`config.mk`:
```
export PLATFORM = sky130hd
export DESIGN_NAME = wb_dmem_slave
export DESIGN_NICKNAME = d
export VERILOG_FILES = /design/src/common/dmem_pkg.sv /design/src/common/wb_pkg.sv /design/src/rtl/wb_dmem_slave.sv
export VERILOG_INCLUDE_DIRS = /design/src /design/src/common
export SDC_FILE = /design/constraint.sdc
export NUM_CORES = 1
export LEC_CHECK = 0
export ABC_AREA = 1
export BUFFER_PORTS_ARGS = -buffer_cell sky130_fd_sc_hd__buf_4
export CELL_PAD_IN_SITES_DETAIL_PLACEMENT = 0
export CELL_PAD_IN_SITES_GLOBAL_PLACEMENT = 1
export CORE_MARGIN = 1
export CORE_UTILIZATION = 13
export DETAILED_ROUTE_END_ITERATION = 16
export PLACE_DENSITY_LB_ADDON = 0.1
export SLEW_MARGIN = 10
export SYNTH_ARGS = -nofsm -noshare
export SYNTH_HDL_FRONTEND = slang
export SYNTH_SLANG_ARGS = --single-unit
```
`constraint.sdc`:
```
create_clock -name clk -period 1.3 [get_ports clk]
set_input_delay 0.195 -clock clk [delete_from_list [all_inputs] [get_ports clk]]
set_output_delay 0.195 -clock clk [all_outputs]
set_load 0.05 [all_outputs]
```
`src/common/dmem_macros.svh`:
```
`ifndef DMEM_MACROS_SVH
`define DMEM_MACROS_SVH

// Memory depth in 32-bit words.
`define DM_DEPTH_WORDS 1024

// Word address width, log2 of the depth.
`define DM_WORD_AW 10

// Wishbone byte address width.
`define WB_AW 32

`endif

```
`src/common/dmem_pkg.sv`:
```
`include "dmem_macros.svh"

package dmem_pkg;

    // Access size as carried on the Wishbone address tag.
    typedef enum logic [1:0] {
        DM_BYTE = 2'b00,
        DM_HALF = 2'b01,
        DM_WORD = 2'b10
    } dm_size_t;

    // Tag of one access. Size plus the zero-extend flag for loads.
    typedef struct packed {
        logic     is_unsigned;
        dm_size_t size;
    } dm_op_t;

    // Aligned request towards the byte lanes.
    typedef struct packed {
        logic                   valid;
        logic                   we;
        logic [`DM_WORD_AW-1:0] addr;   // Word address.
        logic [1:0]             offset; // Byte offset in the word.
        dm_size_t               size;
        logic [31:0]            wdata;
    } dm_req_t;

    // What the extractor needs one cycle after acceptance.
    typedef struct packed {
        logic [1:0] offset;
        dm_size_t   size;
        logic       is_unsigned;
    } dm_load_t;

endpackage

```
`src/common/wb_pkg.sv`:
```
`include "dmem_macros.svh"

package wb_pkg;

    // Master to slave, Wishbone classic.
    typedef struct packed {
        logic              cyc;
        logic              stb;
        logic              we;
        logic [`WB_AW-1:0] adr;
        logic [31:0]       dat;
        dmem_pkg::dm_op_t  tga;    // Size and signedness of the access.
    } wb_req_t;

    // Slave to master.
    typedef struct packed {
        logic        ack;
        logic        err;
        logic [31:0] dat;
    } wb_rsp_t;

endpackage

```
`src/rtl/wb_dmem_slave.sv`:
```
`timescale 1ns/1ps
`include "dmem_macros.svh"

module wb_dmem_slave (
    input  logic               clk,
    input  logic               reset,
    input  wb_pkg::wb_req_t    wb_req,
    output wb_pkg::wb_rsp_t    wb_rsp,
    output dmem_pkg::dm_req_t  mem_req,
    output dmem_pkg::dm_load_t load_ctx,
    input  logic [31:0]        load_data
);
    import dmem_pkg::*;

    logic     accept;
    logic     aligned;
    logic     ack_q;
    logic     err_q;
    logic     rd_q;
    dm_load_t ctx_q;

    // A pending response blocks the held request, so one request gets one answer.
    assign accept = wb_req.cyc && wb_req.stb && !ack_q && !err_q;

    always_comb begin
        case (wb_req.tga.size)
            DM_BYTE: aligned = 1'b1;
            DM_HALF: aligned = !wb_req.adr[0];
            DM_WORD: aligned = (wb_req.adr[1:0] == 2'b00);
            default: aligned = 1'b0; // Reserved size code is answered with err.
        endcase
    end

    // Misaligned requests never reach the lanes.
    always_comb begin
        mem_req.valid  = accept && aligned;
        mem_req.we     = wb_req.we;
        mem_req.addr   = wb_req.adr[`DM_WORD_AW+1:2];
        mem_req.offset = wb_req.adr[1:0];
        mem_req.size   = wb_req.tga.size;
        mem_req.wdata  = wb_req.dat;
    end

    always_ff @(posedge clk) begin
        if (reset) begin
            ack_q <= 1'b0;
            err_q <= 1'b0;
            rd_q  <= 1'b0;
        end else begin
            ack_q <= accept && aligned;
            err_q <= accept && !aligned;
            rd_q  <= accept && aligned && !wb_req.we;
        end
    end

    // Load context lines up with the registered lane outputs.
    always_ff @(posedge clk) begin
        if (accept) begin
            ctx_q.offset      <= wb_req.adr[1:0];
            ctx_q.size        <= wb_req.tga.size;
            ctx_q.is_unsigned <= wb_req.tga.is_unsigned;
        end
    end

    assign load_ctx = ctx_q;

    always_comb begin
        wb_rsp.ack = ack_q;
        wb_rsp.err = err_q;
        wb_rsp.dat = rd_q ? load_data : 32'h0; // Zero unless a read is acknowledged.
    end

endmodule

```
# Yosys cells after proc, flatten, opt, wreduce, memory -nomap -nowiden
# Index checks and enable logic that the tools add are counted.
# word_totals
reg_bits	8
latchBits	0
mem_bits_rw	0
rom_bits	0
out_inout_bits	87
wordCells	23
mem_count	0
# op_classes
addsub	0
mul	0
div	0
magnitude_cmp	0
eq_ne	2
shifts	0
mux	2
bitwise	0
reduce_logical	13
# ops
cell	n
$mux W32	1
$logic_and A1 B1 Y1	6
$logic_not A1 Y1	5
$logic_not A2 Y1	2
$pmux W1 S3	1
$eq A2 B1 Y1 const B	1
$eq A2 B2 Y1 const B	1

# Depth between registers and ports, before layout
# depth
depth_word	5
ltp_mapped	6

# Worst setup path before layout
# OpenSTA, ideal clock, no wires.
# synth_path
kind	reg-to-output
from	register ack_q
to	output port mem_req[47] (netlist name)
arrival_ns	1.146
setup_slack_ns	-0.041
stages_incl_launch_ff	4
path_buffers	0
path_cell_list	dfxtp_1 > nor2_2 > nand2_2 > nor2_1
# synth_lines
item	line_no	text
from (decl)	wb_dmem_slave.sv:17	logic ack_q;
from (signal assigned)	wb_dmem_slave.sv:50	ack_q <= accept && aligned;
to (decl)	wb_dmem_slave.sv:9	output dmem_pkg::dm_req_t mem_req,

==> flow_metrics.env <==
export IMPL_die_area_um2=7552
export IMPL_min_from="wb_req[67]"
export IMPL_clk_pin_slew_ns=0.04
export IMPL_drt_initial_drc_count=11
export IMPL_r2r_cells=3
export IMPL_synth_top_area_cell="buf_4"
export IMPL_tightest_slew_ns=0.2083
export IMPL_yosysWarnings=0
export IMPL_yosysMostFrequentCell="buf_4"
export IMPL_ios=191
export IMPL_area_growth_pct=55.14
export IMPL_hold_end="rd_q$_SDFF_PP0_"
export IMPL_skew_ns=0.003065
export IMPL_htree_levels=1
export IMPL_clock_sinks=8
export IMPL_power_frac_comb=0.324
export IMPL_netSwitchingFraction=0.2963
export IMPL_synth_edf_count=5
export IMPL_critPathMaxStageDelay_ns=0.37
export IMPL_cp_data_required_time_ns=1.11
export IMPL_synth_compound_area_frac=0
export IMPL_crit_slowest_cell="dfxtp_4"
export IMPL_p_seq_frac=0.322
export IMPL_r2r_setup_slack_ns=0.27
export IMPL_cts_setup_buffers=0
export IMPL_worst_r2r_endpoint="load_ctx[2]$_DFFE_PP_"
export IMPL_netlist_instances=143
export IMPL_grt_first_pass_wirelength_mm=3.574
export IMPL_min_period_over_period=0.9669
export IMPL_synth_simple_area_share=0.1949
export IMPL_outcome="complete, no violations"
export IMPL_r2r_start="ack_q$_SDFF_PP0_"
export IMPL_hold_viol=0
export IMPL_post_route_util=0.2117
export IMPL_synth_flop_cell="edfxtp_1"
export IMPL_yosys_area_top_type_share=0.3925
export IMPL_whs_path_depth=2
export IMPL_critPathBufInv=3
export IMPL_max_freq_ghz=0.7955
export IMPL_p_switching_mw=0.2618
export IMPL_core_area_um2=6869
export IMPL_dp_hpwl_mm=2.013
export IMPL_antenna_diode_count=0
export IMPL_drt_pass1_iter_count=2
export IMPL_antenna_found_initial=0
export IMPL_clock_latency_ns=0.23
export IMPL_grt_pass1_vias=810
export IMPL_ir_worst_vdd_mv=0.4392
export IMPL_routabilityCongestion=0.6350
export IMPL_path_cells="clkbuf_16, nand2_1, inv_1, buf_4"
export IMPL_cts_tree="built"
export IMPL_clockRootBuffer="clkbuf_8"
export IMPL_crit_type="flip-flop to primary output"
export IMPL_p_int_mw=0.6216
export IMPL_wl_per_cell_um=9.355
export IMPL_async_flop_share=0
export IMPL_syn_area_um2=937.1
export IMPL_vias_per_cell=3.133
export IMPL_grt_max_degree=33
export IMPL_max_slew_margin=0.8610
export IMPL_start_kind="flip-flop"
export IMPL_yosysUniqueCellTypes=10
export IMPL_drtAntennaViolNets=0
export IMPL_vias=874
export IMPL_grt_ovfl_total=0
export IMPL_muxShareOfSynthArea=0
export IMPL_period_needed_ns=1.257
export IMPL_clock_path_buffers=2
export IMPL_finalSetupViolCount=0
export IMPL_rows=30
export IMPL_cp_end_kind="primary output"
export IMPL_port_buffer_count=86
export IMPL_synth_area_leaders="buf_4 (39%), edfxtp_1 (16%), inv_1 (15%)"
export IMPL_wl_mm=2.610
export IMPL_stdcell_count=279
export IMPL_synth_xor_area_share=0
export IMPL_p_per_area_nw_per_um2=607.6
export IMPL_finalNetCount=288
export IMPL_drc=0
export IMPL_cp_max_fo=16
export IMPL_ys_ff_latch=8
export IMPL_syn_nets=247
export IMPL_top_layer="met4"
export IMPL_maxCapViolCount=0
export IMPL_power_leakage_nw=0.9654
export IMPL_final_max_slew_violation_count=0
export IMPL_dieHeight_um=86.91
export IMPL_synthAdderAreaFrac=0
export IMPL_synth_top_family_by_area="buffers and inverters"
export IMPL_syn_mean_instance_area_um2=6.553
export IMPL_critPathTopFamily="buffers and inverters"
export IMPL_grt_total_usage=0.05884
export IMPL_ys_seq_area_frac=0.2243
export IMPL_dr_wl_met3_um=308
export IMPL_die_w_um=86.91
export IMPL_synth_top_cells_by_count="buf_4 (49), inv_1 (38), nand2_1 (37)"
export IMPL_hp_class="input port to flip-flop"
export IMPL_cts_buffers=3
export IMPL_placed_cells=274
export IMPL_arrival_ns=1.06
export IMPL_wl_met1_um=898
export IMPL_initial_core_util=0.1364
export IMPL_wl_met2_mm=1.337
export IMPL_layout_drive_gt1_share=0.5355
export IMPL_p_clk_frac=0.354
[power by group through the flow]
stage	logic (mW)	clock network (mW)	registers, mW
2_1_floorplan	0.472	0	0.313
3_3_place_gp	0.282	0	0.290
3_5_place_dp	0.282	0	0.290
4_1_cts	0.282	0.314	0.286
5_1_grt	0.305	0.335	0.286
6_report	0.287	0.312	0.285
[sequential cells by signal, indices dropped and copies added, names as in the netlist]
signal	cells
rd_q	1
load_ctx	5
err_q	1
ack_q	1
[worst reg2reg max path: stages, from the launching register on]
cell	delay, ns
dfxtp_1	0.32
nor2_2	0.12
nand2_2	0.10
inv_1	0.19
[worst max path at each step]
stage / start / to / cells past startpoint
final: rd_q$_SDFF_PP0_ / wb_rsp[21] / 4
after CTS: rd_q$_SDFF_PP0_ / wb_rsp[25] / 4
after global routing: rd_q$_SDFF_PP0_ / wb_rsp[12] / 4
after floorplan: ack_q$_SDFF_PP0_ / mem_req[47] / 3
after detailed placement: wb_req[36] / mem_req[47] / 7
after global placement: wb_req[36] / mem_req[47] / 7
[layout make-up]
cell class,count,area [um2]
Clock buffer,4,45.04
Fill cell,798,5415
Inverter,38,142.6
Multi-Input combinational cell,45,185.2
Sequential cell,8,214.0
Tap cell,96,120.1
Timing Repair Buffer,88,747.0
[per-stage QoR]
stage | power [mW] | setup TNS, ns | area [um2] | hold slack (ns) | setup slack (ns)
after floorplan | 0.7852 | 0 | 939.7 | 0.2619 | 0.1787
after global placement | 0.5718 | 0 | 1324 | 0.3718 | 0.1782
after detailed placement | 0.5715 | 0 | 1324 | 0.3722 | 0.1950
after CTS | 0.8823 | 0 | 1369 | 0.1367 | 0.008813
after global routing | 0.9263 | -0.01891 | 1454 | 0.1244 | -0.01097
final | 0.8834 | 0 | 1454 | 0.1255 | 0.04297
[cell families (layout without fill, tap and decap cells)]
family                 count (synthesis)  in the layout
AND/OR/NAND/NOR                       45             45
flip-flops                             8              8
buffers and inverters                 90            130
[routing by layer]
metal	track usage	up-vias
met5	0	-
met4	0.03788	0
met3	0.01991	20
met2	0.1024	75
met1	0.06028	355
li1	-	424
[layout by cell type, fill, tap and decap left out, types with 2 or more instances in the layout]
master,instances
clkbuf_8,3
nor2_2,4
buf_6,15
edfxtp_1,5
buf_4,71
nand2_1,37
inv_1,38
nand2_2,2
dfxtp_1,2
[what timing repair did]
item,in CTS,in global routing
gates resized for setup,0,17
hold buffers,0,0
endpoints found under the setup margin,0,33
Power figures use the tool's default switching activity.
